[src/host_chan_settings.svh]
// Host-channel CSR settings: base address, register offsets, widths and reset values
`ifndef HOST_CHAN_SETTINGS_SVH
`define HOST_CHAN_SETTINGS_SVH

// Byte address of the register block on the AXI4-Lite bus
`define HC_CSR_BASE_ADDR 0

// Bus widths
`define HC_CSR_ADDR_W 8
`define HC_CSR_DATA_W 32
`define HC_CSR_WORD_ADDR_W 6

// Byte offsets from the base; 64-bit registers take two words, low half first in the map
`define HC_CSR_EN 8'h00
`define HC_CSR_CTRL_FRAME 8'h08
`define HC_CSR_READ_FRAME 8'h10
`define HC_CSR_WRITE_FRAME 8'h18
`define HC_CSR_ENABLE_TEST 8'h20
`define HC_CSR_TEST_COUNT 8'h24

// Payload widths
`define HC_ENABLE_TEST_W 8
`define HC_FRAME_W 64
`define HC_TEST_COUNT_W 32

// Reset value of the enable bits
`define HC_EN_RESET 1'b0

`endif

[src/host_chan_pkg.sv]
// Host-channel CSR package with the bus vector types, the response code and the state bundle
`include "host_chan_settings.svh"

package host_chan_pkg;

    // AXI4-Lite byte address and the 32-bit word address derived from it
    typedef logic [`HC_CSR_ADDR_W-1:0] t_csr_addr;
    typedef logic [`HC_CSR_WORD_ADDR_W-1:0] t_csr_word_addr;

    // Data word and its byte strobes
    typedef logic [`HC_CSR_DATA_W-1:0] t_csr_data;
    typedef logic [`HC_CSR_DATA_W/8-1:0] t_csr_strb;

    // Host memory address of a frame
    typedef logic [`HC_FRAME_W-1:0] t_frame_addr;

    // Test-start mask and the count of nonzero masks
    typedef logic [`HC_ENABLE_TEST_W-1:0] t_hc_enable_test;
    typedef logic [`HC_TEST_COUNT_W-1:0] t_test_count;

    // Only the two response codes this slave ever returns
    typedef enum logic [1:0] {
        OKAY = 2'b00,
        SLVERR = 2'b10
    } t_axi_resp;

    // State broadcast from the decoder to every consumer in the engine
    typedef struct packed {
        logic hc_en;
        logic hc_en_user_channel;
        t_frame_addr hc_ctrl_frame;
        logic hc_ctrl_frame_valid;
        t_frame_addr hc_read_frame;
        t_frame_addr hc_write_frame;
        t_hc_enable_test hc_enable_test;
    } t_hc_csrs;

endpackage

[src/csr_wr_if.sv]
// CSR write channel carrying one decoded register write from the bus port to the decoder
`timescale 1ns/100ps

interface csr_wr_if;
    import host_chan_pkg::*;

    // One-cycle pulse marking a complete write
    logic valid;

    // Word address relative to the block base
    t_csr_word_addr word_addr;

    // Write data and its byte strobes, as received from the bus
    t_csr_data data;
    t_csr_strb strb;

    // The bus port produces writes
    modport source (
        output valid,
        output word_addr,
        output data,
        output strb
    );

    // The decoder consumes them and never stalls
    modport sink (
        input valid,
        input word_addr,
        input data,
        input strb
    );

endinterface

[src/axil_csr_port.sv]
// AXI4-Lite slave port that captures CSR writes, sequences responses and registers read data
`timescale 1ns/100ps

module axil_csr_port (
    input logic clk,
    input logic reset_n,

    // Write address channel
    input host_chan_pkg::t_csr_addr s_awaddr,
    input logic s_awvalid,
    output logic s_awready,

    // Write data channel
    input host_chan_pkg::t_csr_data s_wdata,
    input host_chan_pkg::t_csr_strb s_wstrb,
    input logic s_wvalid,
    output logic s_wready,

    // Write response channel
    output logic s_bvalid,
    output host_chan_pkg::t_axi_resp s_bresp,
    input logic s_bready,

    // Read address channel
    input host_chan_pkg::t_csr_addr s_araddr,
    input logic s_arvalid,
    output logic s_arready,

    // Read data channel
    output logic s_rvalid,
    output host_chan_pkg::t_csr_data s_rdata,
    output host_chan_pkg::t_axi_resp s_rresp,
    input logic s_rready,

    // Read lookup in the readback block
    output host_chan_pkg::t_csr_word_addr rd_word_addr,
    input host_chan_pkg::t_csr_data rd_data,
    input logic rd_err,

    // Decoded writes toward the decoder
    csr_wr_if.source wr
);
    import host_chan_pkg::*;
`include "host_chan_settings.svh"

    // Goes high one cycle after reset so that the ready signals stay low during reset
    logic live;

    // Capture flags for the two write channels, which may arrive in either order
    logic aw_held;
    logic w_held;
    logic aw_hs;
    logic w_hs;
    logic ar_hs;

    // Offsets from the block base
    t_csr_addr aw_off;
    t_csr_addr ar_off;

    // Captured write payload
    t_csr_word_addr wr_addr_q;
    t_csr_data wr_data_q;
    t_csr_strb wr_strb_q;
    logic wr_pulse;

    assign aw_off = s_awaddr - t_csr_addr'(`HC_CSR_BASE_ADDR);
    assign ar_off = s_araddr - t_csr_addr'(`HC_CSR_BASE_ADDR);

    // A pending response blocks both write channels
    assign s_awready = live & ~aw_held & ~s_bvalid;
    assign s_wready = live & ~w_held & ~s_bvalid;
    assign s_arready = live & ~s_rvalid;

    assign aw_hs = s_awvalid & s_awready;
    assign w_hs = s_wvalid & s_wready;
    assign ar_hs = s_arvalid & s_arready;

    always_ff @(posedge clk)
    begin
        if (!reset_n)
        begin
            live <= 1'b0;
        end
        else
        begin
            live <= 1'b1;
        end
    end

    // Payload registers load on their own handshake and carry no reset
    always_ff @(posedge clk)
    begin
        if (aw_hs)
        begin
            wr_addr_q <= aw_off[`HC_CSR_ADDR_W-1:2];
        end
        if (w_hs)
        begin
            wr_data_q <= s_wdata;
            wr_strb_q <= s_wstrb;
        end
    end

    // Write sequencing: once both halves are in, pulse the decoder and raise the response
    always_ff @(posedge clk)
    begin
        if (!reset_n)
        begin
            aw_held <= 1'b0;
            w_held <= 1'b0;
            wr_pulse <= 1'b0;
            s_bvalid <= 1'b0;
        end
        else
        begin
            if (s_bvalid && s_bready)
            begin
                s_bvalid <= 1'b0;
            end
            if ((aw_held || aw_hs) && (w_held || w_hs))
            begin
                aw_held <= 1'b0;
                w_held <= 1'b0;
                wr_pulse <= 1'b1;
                s_bvalid <= 1'b1;
            end
            else
            begin
                wr_pulse <= 1'b0;
                aw_held <= aw_held | aw_hs;
                w_held <= w_held | w_hs;
            end
        end
    end

    // Unmapped writes are dropped by the decoder, so every write answers OKAY
    assign s_bresp = OKAY;

    assign wr.valid = wr_pulse;
    assign wr.word_addr = wr_addr_q;
    assign wr.data = wr_data_q;
    assign wr.strb = wr_strb_q;

    // Read lookup is combinational from the incoming address
    assign rd_word_addr = ar_off[`HC_CSR_ADDR_W-1:2];

    always_ff @(posedge clk)
    begin
        if (!reset_n)
        begin
            s_rvalid <= 1'b0;
        end
        else if (ar_hs)
        begin
            s_rvalid <= 1'b1;
        end
        else if (s_rready)
        begin
            s_rvalid <= 1'b0;
        end
    end

    always_ff @(posedge clk)
    begin
        if (ar_hs)
        begin
            s_rdata <= rd_data;
            s_rresp <= rd_err ? SLVERR : OKAY;
        end
    end

    // A write response stays up until the master takes it
    assert property (@(posedge clk) disable iff (!reset_n)
        s_bvalid && !s_bready |=> s_bvalid);

    // The decoder sees each write exactly once
    assert property (@(posedge clk) disable iff (!reset_n)
        wr.valid |=> !wr.valid);

endmodule

[src/hc_csr_decode.sv]
// Host-channel CSR decoder that turns register writes into the broadcast engine state
`timescale 1ns/100ps

module hc_csr_decode (
    input logic clk,
    input logic reset_n,

    // Decoded writes from the bus port
    csr_wr_if.sink wr,

    // State broadcast to the engine and the readback block
    output host_chan_pkg::t_hc_csrs csr
);
    import host_chan_pkg::*;
`include "host_chan_settings.svh"

    // A write counts only when every byte lane is enabled
    logic wr_ok;

    logic en_q;
    logic en_user_q;
    t_frame_addr ctrl_frame_q;
    logic ctrl_frame_valid_q;
    t_frame_addr read_frame_q;
    t_frame_addr write_frame_q;
    t_hc_enable_test enable_test_q;

    assign wr_ok = wr.valid && (wr.strb == '1);

    // Exact word match for a 32-bit register at byte offset off
    function automatic logic match32(input t_csr_addr off);
        return wr_ok && (wr.word_addr == off[`HC_CSR_ADDR_W-1:2]);
    endfunction

    // A 64-bit register arrives as two words, so the low word-address bit is ignored
    function automatic logic match64(input t_csr_addr off);
        t_csr_word_addr a;
        a = wr.word_addr;
        a[0] = 1'b0;
        return wr_ok && (a == off[`HC_CSR_ADDR_W-1:2]);
    endfunction

    always_ff @(posedge clk)
    begin
        if (!reset_n)
        begin
            en_q <= `HC_EN_RESET;
            en_user_q <= `HC_EN_RESET;
        end
        else if (match32(`HC_CSR_EN))
        begin
            en_q <= wr.data[0];
            en_user_q <= wr.data[1];
        end
    end

    // Frames shift in 32 bits at a time, high half first, so the low write completes them
    always_ff @(posedge clk)
    begin
        if (match64(`HC_CSR_CTRL_FRAME))
        begin
            ctrl_frame_q <= t_frame_addr'({ctrl_frame_q, wr.data});
        end
        if (match64(`HC_CSR_READ_FRAME))
        begin
            read_frame_q <= t_frame_addr'({read_frame_q, wr.data});
        end
        if (match64(`HC_CSR_WRITE_FRAME))
        begin
            write_frame_q <= t_frame_addr'({write_frame_q, wr.data});
        end
    end

    // The control frame is valid only after its low half, the second of the pair, lands
    always_ff @(posedge clk)
    begin
        if (!reset_n)
        begin
            ctrl_frame_valid_q <= 1'b0;
        end
        else if (match64(`HC_CSR_CTRL_FRAME))
        begin
            ctrl_frame_valid_q <= ~wr.word_addr[0];
        end
    end

    // Test start is a pulse and drops back to zero after one cycle
    always_ff @(posedge clk)
    begin
        if (!reset_n)
        begin
            enable_test_q <= '0;
        end
        else if (match32(`HC_CSR_ENABLE_TEST))
        begin
            enable_test_q <= wr.data[`HC_ENABLE_TEST_W-1:0];
        end
        else
        begin
            enable_test_q <= '0;
        end
    end

    assign csr = '{
        hc_en: en_q,
        hc_en_user_channel: en_user_q,
        hc_ctrl_frame: ctrl_frame_q,
        hc_ctrl_frame_valid: ctrl_frame_valid_q,
        hc_read_frame: read_frame_q,
        hc_write_frame: write_frame_q,
        hc_enable_test: enable_test_q
    };

    // Consumers rely on the test request never lasting two cycles
    assert property (@(posedge clk) disable iff (!reset_n)
        csr.hc_enable_test != '0 |=> csr.hc_enable_test == '0);

endmodule

[src/hc_csr_readback.sv]
// Host-channel CSR readback that selects a register word and counts test pulses
`timescale 1ns/100ps

module hc_csr_readback (
    input logic clk,
    input logic reset_n,

    // Current engine state from the decoder
    input host_chan_pkg::t_hc_csrs csr,

    // Lookup from the bus port
    input host_chan_pkg::t_csr_word_addr rd_word_addr,
    output host_chan_pkg::t_csr_data rd_data,
    output logic rd_err
);
    import host_chan_pkg::*;
`include "host_chan_settings.svh"

    t_test_count test_count_q;

    // One count per cycle with a nonzero mask, wrapping at the top
    always_ff @(posedge clk)
    begin
        if (!reset_n)
        begin
            test_count_q <= '0;
        end
        else if (csr.hc_enable_test != '0)
        begin
            test_count_q <= test_count_q + 1'b1;
        end
    end

    always_comb
    begin
        rd_data = '0;
        rd_err = 1'b0;
        case ({rd_word_addr, 2'b00})
            `HC_CSR_EN:
                // Valid flag of the control frame sits next to the enables
                rd_data = t_csr_data'({csr.hc_ctrl_frame_valid,
                                       csr.hc_en_user_channel,
                                       csr.hc_en});
            `HC_CSR_CTRL_FRAME:
                rd_data = csr.hc_ctrl_frame[31:0];
            `HC_CSR_CTRL_FRAME + 8'h4:
                rd_data = csr.hc_ctrl_frame[63:32];
            `HC_CSR_READ_FRAME:
                rd_data = csr.hc_read_frame[31:0];
            `HC_CSR_READ_FRAME + 8'h4:
                rd_data = csr.hc_read_frame[63:32];
            `HC_CSR_WRITE_FRAME:
                rd_data = csr.hc_write_frame[31:0];
            `HC_CSR_WRITE_FRAME + 8'h4:
                rd_data = csr.hc_write_frame[63:32];
            `HC_CSR_ENABLE_TEST:
                // The mask is a pulse, so there is nothing to read back
                rd_data = '0;
            `HC_CSR_TEST_COUNT:
                rd_data = test_count_q;
            default:
                rd_err = 1'b1;
        endcase
    end

endmodule

[src/host_chan_csr_top.sv]
// Host-channel CSR top level joining the AXI4-Lite port, the decoder and the readback block
`timescale 1ns/100ps

module host_chan_csr_top (
    input logic clk,
    input logic reset_n,

    // AXI4-Lite slave
    input host_chan_pkg::t_csr_addr s_awaddr,
    input logic s_awvalid,
    output logic s_awready,
    input host_chan_pkg::t_csr_data s_wdata,
    input host_chan_pkg::t_csr_strb s_wstrb,
    input logic s_wvalid,
    output logic s_wready,
    output logic s_bvalid,
    output host_chan_pkg::t_axi_resp s_bresp,
    input logic s_bready,
    input host_chan_pkg::t_csr_addr s_araddr,
    input logic s_arvalid,
    output logic s_arready,
    output logic s_rvalid,
    output host_chan_pkg::t_csr_data s_rdata,
    output host_chan_pkg::t_axi_resp s_rresp,
    input logic s_rready,

    // Engine state
    output logic hc_en,
    output logic hc_en_user_channel,
    output host_chan_pkg::t_frame_addr hc_ctrl_frame,
    output logic hc_ctrl_frame_valid,
    output host_chan_pkg::t_frame_addr hc_read_frame,
    output host_chan_pkg::t_frame_addr hc_write_frame,
    output host_chan_pkg::t_hc_enable_test hc_enable_test
);
    import host_chan_pkg::*;

    t_hc_csrs csr_state;
    t_csr_word_addr rd_word_addr;
    t_csr_data rd_data;
    logic rd_err;

    csr_wr_if wr_bus ();

    axil_csr_port port0 (
        .clk(clk), .reset_n(reset_n),
        .s_awaddr(s_awaddr), .s_awvalid(s_awvalid), .s_awready(s_awready),
        .s_wdata(s_wdata), .s_wstrb(s_wstrb), .s_wvalid(s_wvalid), .s_wready(s_wready),
        .s_bvalid(s_bvalid), .s_bresp(s_bresp), .s_bready(s_bready),
        .s_araddr(s_araddr), .s_arvalid(s_arvalid), .s_arready(s_arready),
        .s_rvalid(s_rvalid), .s_rdata(s_rdata), .s_rresp(s_rresp), .s_rready(s_rready),
        .rd_word_addr(rd_word_addr), .rd_data(rd_data), .rd_err(rd_err),
        .wr(wr_bus.source)
    );

    hc_csr_decode decode0 (
        .clk(clk), .reset_n(reset_n),
        .wr(wr_bus.sink),
        .csr(csr_state)
    );

    hc_csr_readback readback0 (
        .clk(clk), .reset_n(reset_n),
        .csr(csr_state),
        .rd_word_addr(rd_word_addr), .rd_data(rd_data), .rd_err(rd_err)
    );

    // Break the state bundle out onto the engine ports
    assign hc_en = csr_state.hc_en;
    assign hc_en_user_channel = csr_state.hc_en_user_channel;
    assign hc_ctrl_frame = csr_state.hc_ctrl_frame;
    assign hc_ctrl_frame_valid = csr_state.hc_ctrl_frame_valid;
    assign hc_read_frame = csr_state.hc_read_frame;
    assign hc_write_frame = csr_state.hc_write_frame;
    assign hc_enable_test = csr_state.hc_enable_test;

endmodule

[config.mk]
export PLATFORM = sky130hd
export DESIGN_NAME = host_chan_csr_top
export DESIGN_NICKNAME = d
export VERILOG_FILES = /design/src/host_chan_pkg.sv /design/src/csr_wr_if.sv /design/src/axil_csr_port.sv /design/src/hc_csr_decode.sv /design/src/hc_csr_readback.sv /design/src/host_chan_csr_top.sv
export VERILOG_INCLUDE_DIRS = /design/src
export SDC_FILE = /design/constraint.sdc
export NUM_CORES = 1
export LEC_CHECK = 0
export ABC_AREA = 1
export BUFFER_PORTS_ARGS = -buffer_cell sky130_fd_sc_hd__buf_2
export CORE_MARGIN = 2
export CORE_UTILIZATION = 30
export CTS_BUF_LIST = sky130_fd_sc_hd__clkbuf_16
export DETAILED_ROUTE_END_ITERATION = 16
export GPL_TIMING_DRIVEN = 0
export PLACE_DENSITY = 0.57
export SYNTH_ARGS = -nofsm -noshare
export SYNTH_HDL_FRONTEND = slang
export SYNTH_SLANG_ARGS = --single-unit
[constraint.sdc]
create_clock -name clk -period 10.8 [get_ports clk]
set_clock_uncertainty 0.05 [all_clocks]
set_input_delay 0.54 -clock clk [delete_from_list [all_inputs] [get_ports clk]]
set_output_delay 0.54 -clock clk [all_outputs]
set_load 0.1 [all_outputs]
# ---- Yosys cells after proc, flatten, opt, wreduce, memory -nomap -nowiden
# Cells that the tools add are included.
dict set report word_totals {
  regBits 317
  latch_bits 0
  mem_bits_rw 0
  rom_bits 0
  input_bits 59
  memories 0
}
dict set report classes {
  addsub 1
  multipliers 0
  n_div 0
  order_cmp 0
  n_eq_ne 13
  n_shift 0
  n_mux 8
  bitwise 16
  reduce_logical 18
}
# op n
set op_table {}
lappend op_table {{32-bit case mux with 8 select lines} 1}
lappend op_table {{32-bit by 1-bit adder with 32-bit output, second input constant} 1}
lappend op_table {{6-bit by 3-bit equality test with 1-bit output, second input constant} 4}
lappend op_table {{6-bit by 4-bit equality test with 1-bit output, second input constant} 3}
lappend op_table {{6-bit by 2-bit equality test with 1-bit output, second input constant} 2}
lappend op_table {{6-bit logical NOT} 2}
lappend op_table {{5-bit by 2-bit equality test with 1-bit output, second input constant} 2}
lappend op_table {{9-bit OR reduction} 1}
lappend op_table {{1-bit AND} 8}
lappend op_table {{1-bit logical AND} 8}
lappend op_table {{8-bit nonzero test} 1}
lappend op_table {{1-bit 2-to-1 mux} 6}
lappend op_table {{1-bit NOT} 6}
lappend op_table {{5-bit by 1-bit equality test with 1-bit output, second input constant} 1}
lappend op_table {{4-bit equality test, second input constant} 1}
lappend op_table {{2-bit nonzero test} 2}
lappend op_table {{1-bit logical OR} 2}
lappend op_table {{2-bit 2-to-1 mux} 1}
lappend op_table {{1-bit bitwise OR} 2}
lappend op_table {{2-bit AND reduction} 1}
lappend op_table {{2-bit OR reduction} 1}

# ---- Longest topological paths before layout
dict set report depth {
  word_depth 7
  ltp_mapped 11
  depth_no_buf 10
}

# ---- Cells and area by module
# From an unflattened synthesis, not the netlist that was laid out.
dict set report hier_totals {
  hier_cells 1044
  hier_area_um2 12485.7
}
# module n_inst cells_per_inst area_each_um2 seq_area_each_um2
set by_module_without_submodules {}
lappend by_module_without_submodules {hc_csr_decode 1 265 6311.1 5985.7}
lappend by_module_without_submodules {hc_csr_readback 1 660 3567.2 640.6}
lappend by_module_without_submodules {axil_csr_port 1 119 2607.5 2372.3}

# ---- Least setup slack after synthesis
# OpenSTA, ideal clock, no wires.
dict set report synth_timing {
  path_type {register -> register}
  startpoint {reg port0.wr_addr_q[3], in the netlist port0.wr.word_addr[3]}
  endpoint {reg decode0.ctrl_frame_q[0] (enable)}
  setup_ps 650
  t_arrival_ps 6781
  t_required_ps 10100
  path_slack_ps 3319
  path_stages_with_launch 4
  n_path_buf 0
  period_less_slack_ps 7481
  path_cell_list {edfxtp_1 -> nor2_1 -> nand2_1 -> nor4_1}
}
dict set report synth_between {
  elab_chain_len 2
}
# item line
set synth_lines {}
lappend synth_lines {{from (decl)} axil_csr_port.sv:61} ;# t_csr_word_addr wr_addr_q;
lappend synth_lines {{from (signal assigned)} axil_csr_port.sv:95} ;# wr_addr_q <= aw_off[`HC_CSR_ADDR_W-1:2];
lappend synth_lines {{5-bit by 1-bit equality test with 1-bit output} hc_csr_decode.sv:40} ;# return wr_ok && (a == off[`HC_CSR_ADDR_W-1:2]);
lappend synth_lines {{1-bit logical AND} hc_csr_decode.sv:40}
lappend synth_lines {{to (signal assigned)} hc_csr_decode.sv:62} ;# ctrl_frame_q <= t_frame_addr'({ctrl_frame_q, wr.data});
lappend synth_lines {{to (decl)} hc_csr_decode.sv:22} ;# t_frame_addr ctrl_frame_q;
# No other way between the ends.
# A chain may end at the register's enable or synchronous reset.

# ---- Worst setup path after layout
dict set report layout_timing {
  startpoint {reg port0.wr_addr_q[3], in the netlist port0.wr.word_addr[3]}
  endpoint {reg decode0.ctrl_frame_q[31] (enable)}
}
# The elaborated chain is that of the path after synthesis.

==> flow_summary.ini <==
[outcome]
outcome = complete, no violations

[cts]
postCtsHoldBufs = 0
ctsRootBufferMaster = clkbuf_16
insertion_delay_ps = 560
clockBufferDepth = 3
clk_pin_slew_ps = 60
numCtsBuffers = 37
cts_max_level = 2
cts_sinks = 316
cts_tree = done
cts_resized = 0
cts_setup_buffers = 0

[floorplanning]
start_util_pct = 30.6
fp.coreArea_um2 = 39900
die_area_um2 = 42300
die_h_um = 206
die_w_um = 206
rows = 73
num_io_pins = 303

[power_and_ir_drop]
switchingPower_w = 0.000616
swShare_pct = 22.8
p_leak_nw = 6.36
p_int_w = 0.00208
pwr-share-comb_pct = 4.6
clkPwrFrac_pct = 45.7
vdd_drop_max_v = 0.0000989
p_seq_share_pct = 49.7
power_density_nw_per_um2 = 170

[finish]
fin_util_pct = 39.7
drive_gt1_share_pct = 30.9
nNetsFinal = 1452
area_growth_pct = 29.9

[critical_path]
crit_path_max_incr_delay_ps = 740
crit_chain = nor2_1 -> nand2_1 -> nor4_2 -> buf_4 -> buf_4 -> buf_4
path_common_cell = buf_4
crit_slowest_cell = nor4_2
critPathMaxFanout = 8
path_class = reg2reg
cp_data_required_time_ps = 10990
cp-end-kind = flop
worstPathArrival_ps = 2640
start_kind = flop

[placement]
place_congestion = 0.906
port_buffers = 295
pre_cts_ws_ps = 8310
hpwlAfterDp_mm = 30.8

[sta]
period_needed_ps = 2440
maxSlewHeadroom_pct = 22.9
hold_viol_final = 0
fmax_mhz = 409
finalCritPeriodShare_pct = 22.6
holdWs_ps = 110
report.final.slew_viol_count = 0
grt_setup_unrepaired = no
tightest_slew_ps = 1150
setup_ws_ps = 8360
setup_viol = 0

[yosys]
avgSynthCellArea_um2 = 11.9
yosysSeqAreaShare_pct = 73.7
synth_seq_cells = 316
syn_inst = 1027
syn_area_um2 = 12200
synth_cell_types = 32
yosysWarnings = 0

[drt]
dr.pass1.iters = 5
wl_per_cell_um = 21.6
drc = 0
drtAntennaViolNets = 0
drt-total-wl_mm = 42.0
num_vias = 9149
viasPerCell = 4.70
drt_iter0_drc = 680

[hold_path]
hold_path.class = in2reg

[global_route]
track_usage_pct = 19.7
grt_pass1_vias = 8796
antenna_found_initial = 3
grt_first_pass_wirelength_mm = 59.2
grt_remaining_overflow = 0
grt_max_degree = 18

[job]
max_cap_violations = 0
[worst paths after layout]
| kind | start | endpoint | slack, ps | depth (start not counted) |
|---|---|---|---|---|
| setup reg to reg | port0.wr.word_addr[3] | decode0.ctrl_frame_q[31] | 8360 | 6 |
| setup / recovery | port0.wr.word_addr[3] | decode0.ctrl_frame_q[31] | 8360 | 6 |
| hold reg to reg | decode0.read_frame_q[24] | decode0.read_frame_q[56] | 420 | 0 |
| hold / removal | s_wdata[2] | port0.wr.data[2] | 110 | 1 |
[layout by cell type (no fill, tap or decap), types with 2 or more instances in the layout]
cell type	count
clkbuf_1	3
inv_1	106
a21oi_1	65
clkinv_2	6
buf_6	17
inv_6	2
nor2_4	3
or2_2	2
buf_2	313
clkbuf_16	39
nor3_1	9
nor2_1	102
o21ai_0	37
nand3_1	77
bufinv_16	3
clkinv_4	2
nand2_2	3
conb_1	3
edfxtp_1	267
nand2_1	199
o21ai_1	5
nand3b_1	2
clkinv_1	8
nor2_2	7
dfxtp_1	49
nand4_1	36
a22oi_1	7
nor3_2	5
buf_4	20
inv_2	11
[state kept, by name, summed over array words and instances, names as in the netlist, 4 cells and up]
signal and count:
decode0.ctrl_frame_q 64, decode0.read_frame_q 64, decode0.write_frame_q 64, port0.s_rdata 32, port0.wr.data 32, readback0.test_count_q 32, decode0.enable_test_q 8, port0.wr.word_addr 6
port0.wr.strb 4
[stage by stage]
stage	std cells	total power, W	cell area [µm²]	TNS, ps
after floorplan	1029	0.00145	12200	0
after global placement	1849	0.00149	14400	-177840
after detailed placement	1878	0.00149	14700	0
after CTS	1945	0.00273	15900	0
after global routing	1946	0.00278	15900	0
final	1946	0.00270	15900	0
[power by group through the flow]
stage               Clock [W]  Sequential, W  Combinational, W
floorplan                   0        0.00141         0.0000384
global placement            0        0.00137          0.000120
detailed placement          0        0.00137          0.000124
CTS                   0.00127        0.00134          0.000124
global route          0.00131        0.00134          0.000130
finish                0.00123        0.00134          0.000123
[cells in the mapped netlist]
cell | count | share of area [%]
clkbuf_1 | 3 | 0.092
or2_1 | 1 | 0.051
nor2_1 | 102 | 3.1
inv_2 | 10 | 0.31
buf_2 | 18 | 0.74
dfxtp_1 | 49 | 8.0
nand2_2 | 3 | 0.15
nand3_2 | 1 | 0.082
nor3_1 | 12 | 0.49
a32oi_1 | 1 | 0.072
a22oi_1 | 7 | 0.43
conb_1 | 1 | 0.031
nand2_1 | 199 | 6.1
nor3_2 | 2 | 0.16
edfxtp_1 | 267 | 66
nand3_1 | 77 | 3.2
nand2_4 | 1 | 0.092
nor2_2 | 7 | 0.36
ha_1 | 1 | 0.10
nand3b_1 | 2 | 0.12
inv_1 | 100 | 3.1
or2_2 | 2 | 0.10
a31oi_1 | 1 | 0.051
buf_1 | 1 | 0.031
nor3_4 | 1 | 0.13
nand4_1 | 36 | 1.8
buf_4 | 10 | 0.61
o21ai_1 | 5 | 0.20
o21ai_0 | 37 | 1.5
nor4_1 | 2 | 0.10
a21oi_1 | 65 | 2.7
nor2_4 | 3 | 0.28
[cell type report]
| class | count | area, µm² |
|---|---|---|
| buffer | 32 | 180 |
| sequential | 316 | 9000 |
| timing repair buffer | 324 | 1780 |
| clock inverter | 28 | 211 |
| antenna | 1 | 2.50 |
| clock buffer | 39 | 976 |
| multi-input combinational | 571 | 2650 |
| fill | 3925 | 24000 |
| inverter | 110 | 413 |
| tap | 525 | 657 |
[cells by family (layout without fill, tap and decap cells)]
family,after synthesis,in the layout,synth area share (%)
other,1,4,0.0307
and+or+nand+nor,451,451,16.4
AOI/OAI and AO/OA,116,116,4.94
DFF,316,316,73.7
buffers and inverters,142,533,4.86
adders and majority gates,1,1,0.102
[metal layers]
metal	vias up	share of wire (%)	track usage (%)
met3	57	8.1	5.24
li1	4301	-	-
met4	4	2.1	5.99
met1	4433	43	26.6
met2	354	46	31.1
met5	-	0.055	0
[critical path: cells and delay by family, from the launching register on]
| kind | cells | cell delay [ps] |
|---|---|---|
| buffers and inverters | 3 | 720 |
| DFF | 1 | 390 |
| and+or+nand+nor | 3 | 990 |
Power figures use the tool's default switching activity.
